<file path="src/hw/fm_pkg.sv">
/*
 * FM register file package
 * Register map, slot and channel counts, parameter records and the
 * data byte views shared by the decoder, slot memories and key-on store
 */
`default_nettype none

package fm_pkg;

	localparam int NUM_SLOTS = 32;
	localparam int NUM_CH = 8;

	// Channel groups, channel in addr[2:0]
	localparam logic [7:0] ADDR_KEYON = 8'h08;
	localparam logic [7:0] ADDR_RL_FB_CON = 8'h20;
	localparam logic [7:0] ADDR_KC = 8'h28;
	localparam logic [7:0] ADDR_KF = 8'h30;
	localparam logic [7:0] ADDR_PMS_AMS = 8'h38;
	// Operator groups, op in addr[4:3] and channel in addr[2:0]
	localparam logic [7:0] ADDR_DT1_MUL = 8'h40;
	localparam logic [7:0] ADDR_TL = 8'h60;
	localparam logic [7:0] ADDR_KS_AR = 8'h80;
	localparam logic [7:0] ADDR_AMSEN_D1R = 8'hA0;
	localparam logic [7:0] ADDR_DT2_D2R = 8'hC0;
	localparam logic [7:0] ADDR_D1L_RR = 8'hE0;

	typedef enum logic [3:0] {
		GRP_NONE,
		GRP_KEYON,
		GRP_RL_FB_CON,
		GRP_KC,
		GRP_KF,
		GRP_PMS_AMS,
		GRP_DT1_MUL,
		GRP_TL,
		GRP_KS_AR,
		GRP_AMSEN_D1R,
		GRP_DT2_D2R,
		GRP_D1L_RR
	} reg_group_e;

	typedef struct packed {
		logic [2:0] dt1;
		logic [3:0] mul;
		logic [6:0] tl;
		logic [1:0] ks;
		logic [4:0] ar;
		logic amsen;
		logic [4:0] d1r;
		logic [1:0] dt2;
		logic [4:0] d2r;
		logic [3:0] d1l;
		logic [3:0] rr;
	} op_params_t; // 42 bits

	typedef struct packed {
		logic [1:0] rl;
		logic [2:0] fb;
		logic [2:0] con;
		logic [6:0] kc;
		logic [5:0] kf;
		logic [2:0] pms;
		logic [1:0] ams;
	} ch_params_t; // 26 bits

	// One data byte, laid out per register group
	typedef union packed {
		logic [7:0] raw; // TL, KC and KF use plain slices
		struct packed {logic [1:0] rl; logic [2:0] fb; logic [2:0] con;} rl_fb_con;
		struct packed {logic rsvd; logic [2:0] pms; logic [1:0] rsvd2; logic [1:0] ams;} pms_ams;
		struct packed {logic rsvd; logic [2:0] dt1; logic [3:0] mul;} dt1_mul;
		struct packed {logic [1:0] ks; logic rsvd; logic [4:0] ar;} ks_ar;
		struct packed {logic amsen; logic [1:0] rsvd; logic [4:0] d1r;} amsen_d1r;
		struct packed {logic [1:0] dt2; logic rsvd; logic [4:0] d2r;} dt2_d2r;
		struct packed {logic [3:0] d1l; logic [3:0] rr;} d1l_rr;
		struct packed {logic rsvd; logic [3:0] op_mask; logic [2:0] ch;} keyon;
	} reg_byte_u;

	// Operator role is slot[4:3]
	typedef enum logic [1:0] {
		ROLE_M1 = 2'd0,
		ROLE_M2 = 2'd1,
		ROLE_C1 = 2'd2,
		ROLE_C2 = 2'd3
	} op_role_e;

endpackage

`default_nettype wire

</file>
<file path="src/hw/fm_slot_if.sv">
/*
 * Slot stream
 * One slot per clock: index, first-slot flag and the operator and
 * channel parameters of that slot
 */
`timescale 1ns/100ps
`default_nettype none

interface fm_slot_if;
	import fm_pkg::*;

	logic [4:0] slot; // op*8 + channel
	logic zero; // High on slot 0
	op_params_t op;
	ch_params_t ch;

	// Slot memories drive the stream
	modport src (
		output slot,
		output zero,
		output op,
		output ch
	);

	// Key-on and routing stages read it
	modport dst (
		input slot,
		input zero,
		input op,
		input ch
	);

endinterface

`default_nettype wire

</file>
<file path="src/hw/fm_algorithm_router.sv">
/*
 * Algorithm router
 * From the channel algorithm and the slot's operator role, gives the
 * operators that modulate this one and whether it is a carrier
 */
`timescale 1ns/100ps
`default_nettype none

module fm_algorithm_router (
	input wire logic clk,
	fm_slot_if.dst slot_in,
	output logic [3:0] mod_mask,
	output logic carrier
);
	import fm_pkg::*;

	op_role_e role;
	logic [2:0] con;
	logic [3:0] src_m2; // Bit order M1, M2, C1, C2 from bit 0
	logic [3:0] src_c1;
	logic [3:0] src_c2;
	logic [3:0] mask_d;
	logic carrier_d;

	assign role = op_role_e'(slot_in.slot[4:3]);
	assign con = slot_in.ch.con;

	always_comb begin
		src_m2 = 4'b0000;
		src_c1 = 4'b0000;
		src_c2 = 4'b0000;
		case (con)
			3'd0: begin src_c1 = 4'b0001; src_m2 = 4'b0100; src_c2 = 4'b0010; end
			3'd1: begin src_m2 = 4'b0101; src_c2 = 4'b0010; end
			3'd2: begin src_m2 = 4'b0100; src_c2 = 4'b0011; end
			3'd3: begin src_c1 = 4'b0001; src_c2 = 4'b0110; end
			3'd4: begin src_c1 = 4'b0001; src_c2 = 4'b0010; end
			3'd5: begin src_c1 = 4'b0001; src_m2 = 4'b0001; src_c2 = 4'b0001; end
			3'd6: src_c1 = 4'b0001;
			default: ; // All carriers
		endcase
		case (role)
			ROLE_M2: mask_d = src_m2;
			ROLE_C1: mask_d = src_c1;
			ROLE_C2: mask_d = src_c2;
			default: mask_d = 4'b0000; // M1 takes only its own feedback
		endcase
		case (con)
			3'd4: carrier_d = role == ROLE_C1 || role == ROLE_C2;
			3'd5, 3'd6: carrier_d = role != ROLE_M1;
			3'd7: carrier_d = 1'b1;
			default: carrier_d = role == ROLE_C2;
		endcase
	end

	always_ff @(posedge clk) begin
		mod_mask <= mask_d;
		carrier <= carrier_d;
	end

endmodule

`default_nettype wire

</file>
<file path="src/hw/fm_keyon.sv">
/*
 * Key-on store
 * One key-on bit per slot, replaced four at a time by key-on writes,
 * read out for the visited slot together with the delayed stream
 */
`timescale 1ns/100ps
`default_nettype none

module fm_keyon #(
	parameter int NUM_SLOTS = fm_pkg::NUM_SLOTS
) (
	input wire logic clk,
	input wire logic rst,
	input wire logic upd_pending,
	input wire fm_pkg::reg_group_e upd_group,
	input wire fm_pkg::reg_byte_u upd_data,
	fm_slot_if.dst slot_in,
	output logic keyon,
	output logic [4:0] out_slot,
	output logic out_zero,
	output fm_pkg::op_params_t out_op,
	output fm_pkg::ch_params_t out_ch
);
	import fm_pkg::*;

	logic [NUM_SLOTS-1:0] kon_bits;
	logic [NUM_SLOTS-1:0] kon_next;
	logic kon_hit;

	// First visit to the addressed channel, same cycle the update is applied
	assign kon_hit = upd_pending && upd_group == GRP_KEYON &&
		slot_in.slot[2:0] == upd_data.keyon.ch;

	always_comb begin
		kon_next = kon_bits;
		if (kon_hit) begin
			for (int op = 0; op < 4; op++) begin
				kon_next[{op[1:0], upd_data.keyon.ch}] = upd_data.keyon.op_mask[op]; // M1 is bit 0
			end
		end
	end

	always_ff @(posedge clk) begin
		if (rst) begin
			kon_bits <= '0;
			keyon <= 1'b0;
		end else begin
			kon_bits <= kon_next;
			keyon <= kon_next[slot_in.slot]; // New value shows on the applying visit
		end
	end

	always_ff @(posedge clk) begin
		out_slot <= slot_in.slot;
		out_zero <= slot_in.zero;
		out_op <= slot_in.op;
		out_ch <= slot_in.ch;
	end

endmodule

`default_nettype wire

</file>
<file path="src/hw/fm_regs_top.sv">
/*
 * FM register file and slot sequencer
 * Host write port in, per-slot operator and channel parameters,
 * key-on and modulation routing out, aligned with out_slot
 */
`timescale 1ns/100ps
`default_nettype none

module fm_regs_top #(
	parameter int NUM_SLOTS = fm_pkg::NUM_SLOTS,
	parameter int NUM_CH = fm_pkg::NUM_CH
) (
	input wire logic clk,
	input wire logic rst,
	input wire logic wr,
	input wire logic [7:0] addr,
	input wire logic [7:0] din,
	output logic busy,
	output logic [4:0] out_slot,
	output logic out_zero,
	output logic [2:0] dt1,
	output logic [3:0] mul,
	output logic [6:0] tl,
	output logic [1:0] ks,
	output logic [4:0] ar,
	output logic amsen,
	output logic [4:0] d1r,
	output logic [1:0] dt2,
	output logic [4:0] d2r,
	output logic [3:0] d1l,
	output logic [3:0] rr,
	output logic [1:0] rl,
	output logic [2:0] fb,
	output logic [2:0] con,
	output logic [6:0] kc,
	output logic [5:0] kf,
	output logic [2:0] pms,
	output logic [1:0] ams,
	output logic keyon,
	output logic [3:0] mod_mask,
	output logic carrier
);
	import fm_pkg::*;

	logic upd_pending;
	logic applied;
	reg_group_e upd_group;
	logic [4:0] upd_slot;
	reg_byte_u upd_data;
	op_params_t out_op;
	ch_params_t out_ch;

	fm_slot_if slot_bus ();

	fm_write_decoder write_decoder_i (
		.clk(clk), .rst(rst), .wr(wr), .addr(addr), .din(din),
		.applied(applied), .busy(busy), .upd_pending(upd_pending),
		.upd_group(upd_group), .upd_slot(upd_slot), .upd_data(upd_data)
	);

	fm_slot_regs #(.NUM_SLOTS(NUM_SLOTS), .NUM_CH(NUM_CH)) slot_regs_i (
		.clk(clk), .rst(rst), .upd_pending(upd_pending), .upd_group(upd_group),
		.upd_slot(upd_slot), .upd_data(upd_data), .applied(applied),
		.stream(slot_bus)
	);

	fm_keyon #(.NUM_SLOTS(NUM_SLOTS)) keyon_i (
		.clk(clk), .rst(rst), .upd_pending(upd_pending), .upd_group(upd_group),
		.upd_data(upd_data), .slot_in(slot_bus), .keyon(keyon),
		.out_slot(out_slot), .out_zero(out_zero), .out_op(out_op), .out_ch(out_ch)
	);

	fm_algorithm_router algorithm_router_i (
		.clk(clk), .slot_in(slot_bus), .mod_mask(mod_mask), .carrier(carrier)
	);

	// Flatten the records onto the output pins
	assign {dt1, mul, tl, ks, ar, amsen, d1r, dt2, d2r, d1l, rr} = out_op;
	assign {rl, fb, con, kc, kf, pms, ams} = out_ch;

endmodule

`default_nettype wire

</file>
<file path="src/hw/fm_slot_regs.sv">
/*
 * Slot counter and parameter memories
 * Visits one slot per clock, presents its operator and channel
 * parameters on the slot stream and writes back the visited entries,
 * merging a pending host update when it targets the visited slot
 */
`timescale 1ns/100ps
`default_nettype none

module fm_slot_regs #(
	parameter int NUM_SLOTS = fm_pkg::NUM_SLOTS,
	parameter int NUM_CH = fm_pkg::NUM_CH
) (
	input wire logic clk,
	input wire logic rst,
	input wire logic upd_pending,
	input wire fm_pkg::reg_group_e upd_group,
	input wire logic [4:0] upd_slot,
	input wire fm_pkg::reg_byte_u upd_data,
	output logic applied,
	fm_slot_if.src stream
);
	import fm_pkg::*;

	logic [4:0] cnt;
	logic [4:0] slot_next;
	logic zero_q;
	logic ch_wide;
	logic hit;

	op_params_t op_mem [NUM_SLOTS];
	ch_params_t ch_mem [NUM_CH];
	op_params_t op_q; // Entry for the current slot
	ch_params_t ch_q;
	op_params_t op_wr;
	ch_params_t ch_wr;

	// Read address runs one ahead so the data lines up with cnt
	assign slot_next = rst ? 5'd0 : cnt + 5'd1;

	always_ff @(posedge clk) begin
		cnt <= slot_next;
		zero_q <= slot_next == 5'd0;
	end

	// Channel groups and key-on match any operator of the channel
	assign ch_wide = upd_group inside {GRP_KEYON, GRP_RL_FB_CON, GRP_KC, GRP_KF, GRP_PMS_AMS};
	assign hit = ch_wide ? (cnt[2:0] == upd_slot[2:0]) : (cnt == upd_slot);
	assign applied = upd_pending && hit;

	always_comb begin
		op_wr = op_q;
		ch_wr = ch_q;
		if (applied) begin
			case (upd_group)
				GRP_DT1_MUL: begin
					op_wr.dt1 = upd_data.dt1_mul.dt1;
					op_wr.mul = upd_data.dt1_mul.mul;
				end
				GRP_TL: op_wr.tl = upd_data.raw[6:0];
				GRP_KS_AR: begin
					op_wr.ks = upd_data.ks_ar.ks;
					op_wr.ar = upd_data.ks_ar.ar;
				end
				GRP_AMSEN_D1R: begin
					op_wr.amsen = upd_data.amsen_d1r.amsen;
					op_wr.d1r = upd_data.amsen_d1r.d1r;
				end
				GRP_DT2_D2R: begin
					op_wr.dt2 = upd_data.dt2_d2r.dt2;
					op_wr.d2r = upd_data.dt2_d2r.d2r;
				end
				GRP_D1L_RR: begin
					op_wr.d1l = upd_data.d1l_rr.d1l;
					op_wr.rr = upd_data.d1l_rr.rr;
				end
				GRP_RL_FB_CON: begin
					ch_wr.rl = upd_data.rl_fb_con.rl;
					ch_wr.fb = upd_data.rl_fb_con.fb;
					ch_wr.con = upd_data.rl_fb_con.con;
				end
				GRP_KC: ch_wr.kc = upd_data.raw[6:0];
				GRP_KF: ch_wr.kf = upd_data.raw[7:2];
				GRP_PMS_AMS: begin
					ch_wr.pms = upd_data.pms_ams.pms;
					ch_wr.ams = upd_data.pms_ams.ams;
				end
				default: ; // Key-on lives in its own store
			endcase
		end
	end

	// Write back visited entry, read the next one
	always_ff @(posedge clk) begin
		op_mem[cnt] <= op_wr;
		ch_mem[cnt[2:0]] <= ch_wr;
		op_q <= op_mem[slot_next];
		ch_q <= ch_mem[slot_next[2:0]];
	end

	assign stream.slot = cnt;
	assign stream.zero = zero_q;
	assign stream.op = op_q;
	assign stream.ch = ch_q;

	a_zero_on_slot0: assert property (
		@(posedge clk) disable iff (rst) stream.zero == (stream.slot == 5'd0)
	);

endmodule

`default_nettype wire

</file>
<file path="src/hw/fm_write_decoder.sv">
/*
 * Host write decoder
 * Maps a host address to a register group and target slot, holds one
 * pending update and keeps busy high until the slot memories apply it
 */
`timescale 1ns/100ps
`default_nettype none

module fm_write_decoder (
	input wire logic clk,
	input wire logic rst,
	input wire logic wr,
	input wire logic [7:0] addr,
	input wire logic [7:0] din,
	input wire logic applied,
	output logic busy,
	output logic upd_pending,
	output fm_pkg::reg_group_e upd_group,
	output logic [4:0] upd_slot,
	output fm_pkg::reg_byte_u upd_data
);
	import fm_pkg::*;

	reg_group_e dec_group;
	logic [4:0] dec_slot;
	reg_byte_u din_u;

	assign din_u.raw = din;

	always_comb begin
		dec_group = GRP_NONE;
		dec_slot = addr[4:0]; // Operator groups
		if (addr == ADDR_KEYON) begin
			dec_group = GRP_KEYON;
			dec_slot = {2'b00, din_u.keyon.ch}; // Channel comes from the data
		end else if (addr[7:3] == ADDR_RL_FB_CON[7:3]) begin
			dec_group = GRP_RL_FB_CON;
		end else if (addr[7:3] == ADDR_KC[7:3]) begin
			dec_group = GRP_KC;
		end else if (addr[7:3] == ADDR_KF[7:3]) begin
			dec_group = GRP_KF;
		end else if (addr[7:3] == ADDR_PMS_AMS[7:3]) begin
			dec_group = GRP_PMS_AMS;
		end else if (addr[7:5] == ADDR_DT1_MUL[7:5]) begin
			dec_group = GRP_DT1_MUL;
		end else if (addr[7:5] == ADDR_TL[7:5]) begin
			dec_group = GRP_TL;
		end else if (addr[7:5] == ADDR_KS_AR[7:5]) begin
			dec_group = GRP_KS_AR;
		end else if (addr[7:5] == ADDR_AMSEN_D1R[7:5]) begin
			dec_group = GRP_AMSEN_D1R;
		end else if (addr[7:5] == ADDR_DT2_D2R[7:5]) begin
			dec_group = GRP_DT2_D2R;
		end else if (addr[7:5] == ADDR_D1L_RR[7:5]) begin
			dec_group = GRP_D1L_RR;
		end
	end

	// Writes while busy and unmapped addresses are dropped
	always_ff @(posedge clk) begin
		if (rst) begin
			upd_pending <= 1'b0;
		end else if (!upd_pending && wr && dec_group != GRP_NONE) begin
			upd_pending <= 1'b1;
		end else if (applied) begin
			upd_pending <= 1'b0;
		end
	end

	always_ff @(posedge clk) begin
		if (!upd_pending && wr) begin
			upd_group <= dec_group;
			upd_slot <= dec_slot;
			upd_data.raw <= din;
		end
	end

	assign busy = upd_pending;

	// The memories only apply something that is still pending
	a_applied_needs_pending: assert property (
		@(posedge clk) disable iff (rst) applied |-> upd_pending
	);

endmodule

`default_nettype wire

</file>
<file path="config.mk">
export PLATFORM = sky130hd
export DESIGN_NAME = fm_regs_top
export DESIGN_NICKNAME = d
export VERILOG_FILES = /design/src/hw/fm_pkg.sv /design/src/hw/fm_slot_if.sv /design/src/hw/fm_algorithm_router.sv /design/src/hw/fm_keyon.sv /design/src/hw/fm_regs_top.sv /design/src/hw/fm_slot_regs.sv /design/src/hw/fm_write_decoder.sv
export SDC_FILE = /design/constraint.sdc
export NUM_CORES = 2
export LEC_CHECK = 0
export ABC_AREA = 1
export BUFFER_PORTS_ARGS = -buffer_cell sky130_fd_sc_hd__buf_2
export CAP_MARGIN = 20
export CORE_AREA = 5 5 351 439
export CTS_CLUSTER_DIAMETER = 120
export DETAILED_ROUTE_END_ITERATION = 16
export DIE_AREA = 0 0 356 444
export PLACE_DENSITY = 0.64
export RECOVER_POWER = 50
export SETUP_SLACK_MARGIN = 0.2
export SYNTH_ARGS = -nofsm -noshare
export SYNTH_HDL_FRONTEND = slang
export SYNTH_SLANG_ARGS = --single-unit
export TNS_END_PERCENT = 20
</file>
<file path="constraint.sdc">
create_clock -name clk -period 3.5 [get_ports clk]
set_input_delay 0 -clock clk [delete_from_list [all_inputs] [get_ports clk]]
set_output_delay 0 -clock clk [all_outputs]
set_load 0.01 [all_outputs]
</file>
# == Word level (Yosys, flattened, before mapping) ==
# Memory sizes are Yosys's and may differ from the RTL's. A register that Yosys moved wholly into a read port is not among the register bits.
# Cells that the tools add are included.
# op_classes
addsub,1
mux,48
eq_ne,35
n_reduce_logical,21
n_lt_le_gt_ge,9
# ops
cell,n
$bwmux W32,4
$mux W4,11
$mux W42,1
$mux W7,5
$mux W32,1
$mux W26,1
$eq A3 B3 Y1 const B,8
$eq A5 B3 Y1 const B,4
$lt A5 B6 Y1 const B,3
$pmux W3 S3,2
$eq A4 B3 Y1 const B,4
$eq A4 B4 Y1 const B,4
$mux W8,2
$demux W1 S3,4
$eq A3 B2 Y1 const B,4
$mux W6,2
$pmux W3 S4,1
$ge A5 B1 Y1 const B,2
$mux W5,2
$logic_and A1 B1 Y1,9
$mux W1,9
$eq A4 B2 Y1 const B,2
$eq A8 B4 Y1 const B,1
$eq A3 B3 Y1,2
other kinds (23),26
# word_totals
wordCells,147
in_bits,19
ramBits,1552
out_inout_bits,81
regBits,135
mem_count,2
# mem_list
memory,depth,width,read_ports,rd_clocked_by_memory_dff,write_ports,line,source
slot_regs_i.op_mem,32,42,1,1,1,fm_slot_regs.sv:31,op_params_t op_mem [NUM_SLOTS];
slot_regs_i.ch_mem,8,26,1,1,1,fm_slot_regs.sv:32,ch_params_t ch_mem [NUM_CH];

# == Depth between registers and ports, before layout ==
# logic_depth
depth_word,15
mapped_depth,18
ltp_nobuf,16

# == Modules after synthesis ==
# From an unflattened synthesis, not the netlist that was laid out.
# unflattened
cells_unflattened,7331
area_unflattened_um2,74380.1
# modules_own_cells
module,area_each_um2,instances,cells_each,seq_area_each_um2
fm_slot_regs,69621.8,1,6774,48086.1
fm_keyon,3814.9,1,459,2142.1
fm_write_decoder,730.7,1,63,530.5
fm_algorithm_router,212.7,1,35,80.1

# == Worst setup path before layout ==
# Ideal clock, no wire load.
# synth_timing
kind,register to register
startpoint,"reg slot_regs_i.cnt[0], in the netlist slot_regs_i.stream.slot[0]"
endpoint,reg slot_regs_i.stream.op[12] (netlist name)
setup_time_ns,0.074
synth_period_minus_slack_ns,3.545
setup_slack_ns,-0.045
required_time_ns,3.426
n_path_buf,1
stages_incl_launch_ff,9
arrival_time_ns,3.471
cell_sequence,dfxtp_1 ha_1 nand2_1 nor2_1 nor4_2 inv_2 clkbuf_1 nor2_1 a31oi_1
# synth_between
elab_chain_cells,2
# synth_lines
item,line,source
from (decl),fm_slot_regs.sv:25,logic [4:0] cnt;
from (signal assigned),fm_slot_regs.sv:42,cnt <= slot_next;
$add A5 B1 Y5,fm_slot_regs.sv:39,assign slot_next = rst ? 5'd0 : cnt + 5'd1;
$mux W5,fm_slot_regs.sv:39,
# Every way passes these cells.
# A chain may end at the register's enable or synchronous reset.

# == Worst setup path in the final report ==
# layout_timing
startpoint,"reg slot_regs_i.cnt[2], in the netlist slot_regs_i.stream.slot[2]"
endpoint,"mem slot_regs_i.op_mem[30][10] in the netlist's numbering, enable pin"
# layout_lines
item,line
to (decl),fm_slot_regs.sv:31
# Straight into the memory's write port.

==> run metrics <==
run status=complete, but fails checks; violated checks=max-capacitance violations, max-slew violations; area occupied by multi-input gates=14300 um2; clock period minus final worst setup slack=3.38 ns; wire length of the first global-routing pass=272000 um; routed len/inst=25.7 um; pin count of the biggest net entering global routing=139; post-detailed-placement half-perimeter wirelength=93700 um; number of placement rows=159; RSZ-0062 raised after global routing=false; Fmax achieved=0.296 GHz; commonest cells after routing, fill and taps aside=1569 x sky130_fd_sc_hd__edfxtp_1, 876 x sky130_fd_sc_hd__nor2_1, 718 x sky130_fd_sc_hd__o21ai_0, 311 x sky130_fd_sc_hd__nand2_1, 221 x sky130_fd_sc_hd__o221ai_1; Via-to-Cell Ratio=5.99; clock-pin slew of the registers on the worst-case setup and hold paths=0.06 ns; Area growth, synth to finish=13.9%; Worst Path Required=3.87 ns; mean cell area of the mapped netlist=13.5 um2; routed via count=43500; final number of max-transition violations=515; Max Cap Viol=16; most common library cell in the layout ignoring fill and taps=sky130_fd_sc_hd__edfxtp_1; Seq/Total Area, Yosys=0.762; Final Skew=0.0270 ns; worst slew pin tran=2.09 ns; y dimension of the die=444 um; Hold Startpoint=addr[7]; Pwr Density=634 nW/um2; Die Span X=356 um; quantity of I/O buffers inserted on ports=98; Overall Power=48.2 mW; met1 Usage GRT=0.309; sum of overflow across all layers after global routing=0; fraction of post-synthesis cell area in the top cell type by area=0.706; count of mapped cells out of synthesis=4957; worst rel slew slack=-0.390; netlist area before placement=66700 um2; worst-path maximum fanout=42; Worst Path Arrival=3.75 ns; type of the setup path with the least slack=reg2reg; I/O pins=100; maximum buffer depth of the clock tree=3; class of the tightest hold or removal check=in2reg; number of nets in the final layout=5124; floorplan core area=150000 um2; crit end category=register; number of fill cells=12500; overall global routing resource usage=0.230; most area-hungry cell type in the Yosys netlist=sky130_fd_sc_hd__edfxtp_1; number of nets in the synthesized netlist=4980; nature of the critical path startpoint=register; reg2reg start=slot_regs_i.stream.slot[2]; maximum vdd ir drop=0.478 mV; number of warnings printed during yosys synthesis=0; 1st-pass router iterations=6; overall routed net length=186000 um; summed negative setup slack over all endpoints=0 ns; clk_lat worst skew=0.80 ns; routability congestion estimate=0.782; final setup violation count=0; 1st-iter DRT viols=5245; DRC Markers=0; number of antenna violations at the first check in global routing=8; number of routed nets with antenna violations=0; hold slack final=0.167 ns; cell at the root of the clock tree=sky130_fd_sc_hd__clkbuf_16; met2 routing resource usage after global routing=0.377; met3 layer usage reported by global route=0.0399; H-tree lvl count=4; effective utilization at floorplan=0.446; area enclosed by the die boundary=158000 um2; GR peak layer=met2; final critical-path share of the clock period=0.965; fraction of layout instances using a drive strength above 1=0.0944; Post-CTS Repair Setup Buffers=0; leakage dissipation=24.5 nW; leading post-synthesis cells by cell area=sky130_fd_sc_hd__edfxtp_1 71%, sky130_fd_sc_hd__dfxtp_1 5.6%, sky130_fd_sc_hd__o21ai_0 5.6%; final hold viol count=0; total clock buffers created by CTS=166; Worst setup startpoint=slot_regs_i.stream.slot[2]; FF+latch area=50800 um2; CTS tree=done; vias in the first global route=41800; count of different cell masters after synthesis=36; Seq cells post-synth=1755; # clock sinks=1755
[flip-flops by register name (all words and copies together) (netlist names)]
name and count:
write_decoder_i.busy 1, slot_regs_i.stream.op 42, keyon_i.keyon 1, keyon_i.out_op 42, slot_regs_i.stream.ch 26, write_decoder_i.upd_slot 5, slot_regs_i.stream.slot 5, write_decoder_i.upd_group 4
keyon_i.out_ch 26, algorithm_router_i.mod_mask 3, keyon_i.out_zero 1, slot_regs_i.op_mem 1344, slot_regs_i.ch_mem 208, keyon_i.out_slot 5, slot_regs_i.stream.zero 1, keyon_i.kon_bits 32
write_decoder_i.upd_data 8, algorithm_router_i.carrier 1
[worst max-delay path, cell delays in order (launching register included)]
cell and delay, ns:
sky130_fd_sc_hd__dfxtp_1 0.34, sky130_fd_sc_hd__clkbuf_1 0.57, sky130_fd_sc_hd__nand2_1 0.35, sky130_fd_sc_hd__nor2_4 0.14, sky130_fd_sc_hd__clkbuf_2 1.50
[cell usage after synthesis (all sizes together)]
library cell,n
a211oi,1
a21oi,63
a31oi,69
a32oi,1
buf,113
clkbuf,248
conb,1
dfxtp,186
edfxtp,1569
ha,4
inv,52
nand2,312
nand3,16
nand4,4
nor2,911
nor3,92
nor4,2
o211ai,169
o21ai,750
o221ai,221
o22ai,168
xor2,5
[through the flow]
stage	instances	worst slack, ns	util	cell area (um2)
finish	7258	0.121	0.508	76000
global route	7255	0.108	0.508	76000
CTS	7250	0.280	0.512	76600
detailed placement	6908	0.334	0.473	70800
global placement	6908	0.351	0.473	70800
floorplan	4957	0.174	-	66700
[path summary, 6_finish.rpt]
check                                 end  slack [ns]  depth (start not counted)
min          write_decoder_i.upd_group[3]        0.17                          2
min reg2reg              keyon_i.out_zero        0.33                          0
max            slot_regs_i.op_mem[30][10]        0.12                          4
max reg2reg    slot_regs_i.op_mem[30][10]        0.12                          4
[layout make-up]
| class | instances | share of cell area |
|---|---|---|
| well taps | 2012 | 0.0331 |
| multi-input cells | 2789 | 0.189 |
| clock buffers | 230 | 0.0612 |
| inverters | 52 | 0.00291 |
| repair buffers | 337 | 0.0342 |
| diodes | 4 | 0.000132 |
| flip-flops and latches | 1755 | 0.669 |
| clock inverters | 79 | 0.0109 |
[repair_timing]
item                                    4_1_cts  5_1_grt
gates resized for setup                       0        1
hold buffers                                 33        0
hold endpoints to repair                     71        0
endpoints found under the setup margin        0        2
[kinds of logic (layout without fill, tap and decap cells)]
kind of cell,after synthesis,after routing,share of synthesized area
buf+inv,413,698,0.0263
fa+ha+maj,4,4,0.000750
flops,1755,1755,0.762
other cells,1,5,0.0000562
xor+xnor,5,5,0.000656
compound gates,1442,1442,0.131
simple gates,1337,1337,0.0790
[power breakdown]
part / internal (mW) / switching [mW] / leakage [nW] / total (mW)
logic: 1.29 / 3.49 / 6.13 / 4.78
registers: 25.0 / 0.448 / 15.7 / 25.4
clock network: 10.4 / 7.67 / 2.67 / 18.0
total: 36.6 / 11.6 / 24.5 / 48.2
[routing by layer]
layer / wire length [um] / up-vias
met5: 0 / -
met4: 7400 / 0
met3: 17500 / 436
met2: 89000 / 2315
met1: 72300 / 21700
li1: - / 19000
No activity file was read; power rests on OpenSTA's default activity.
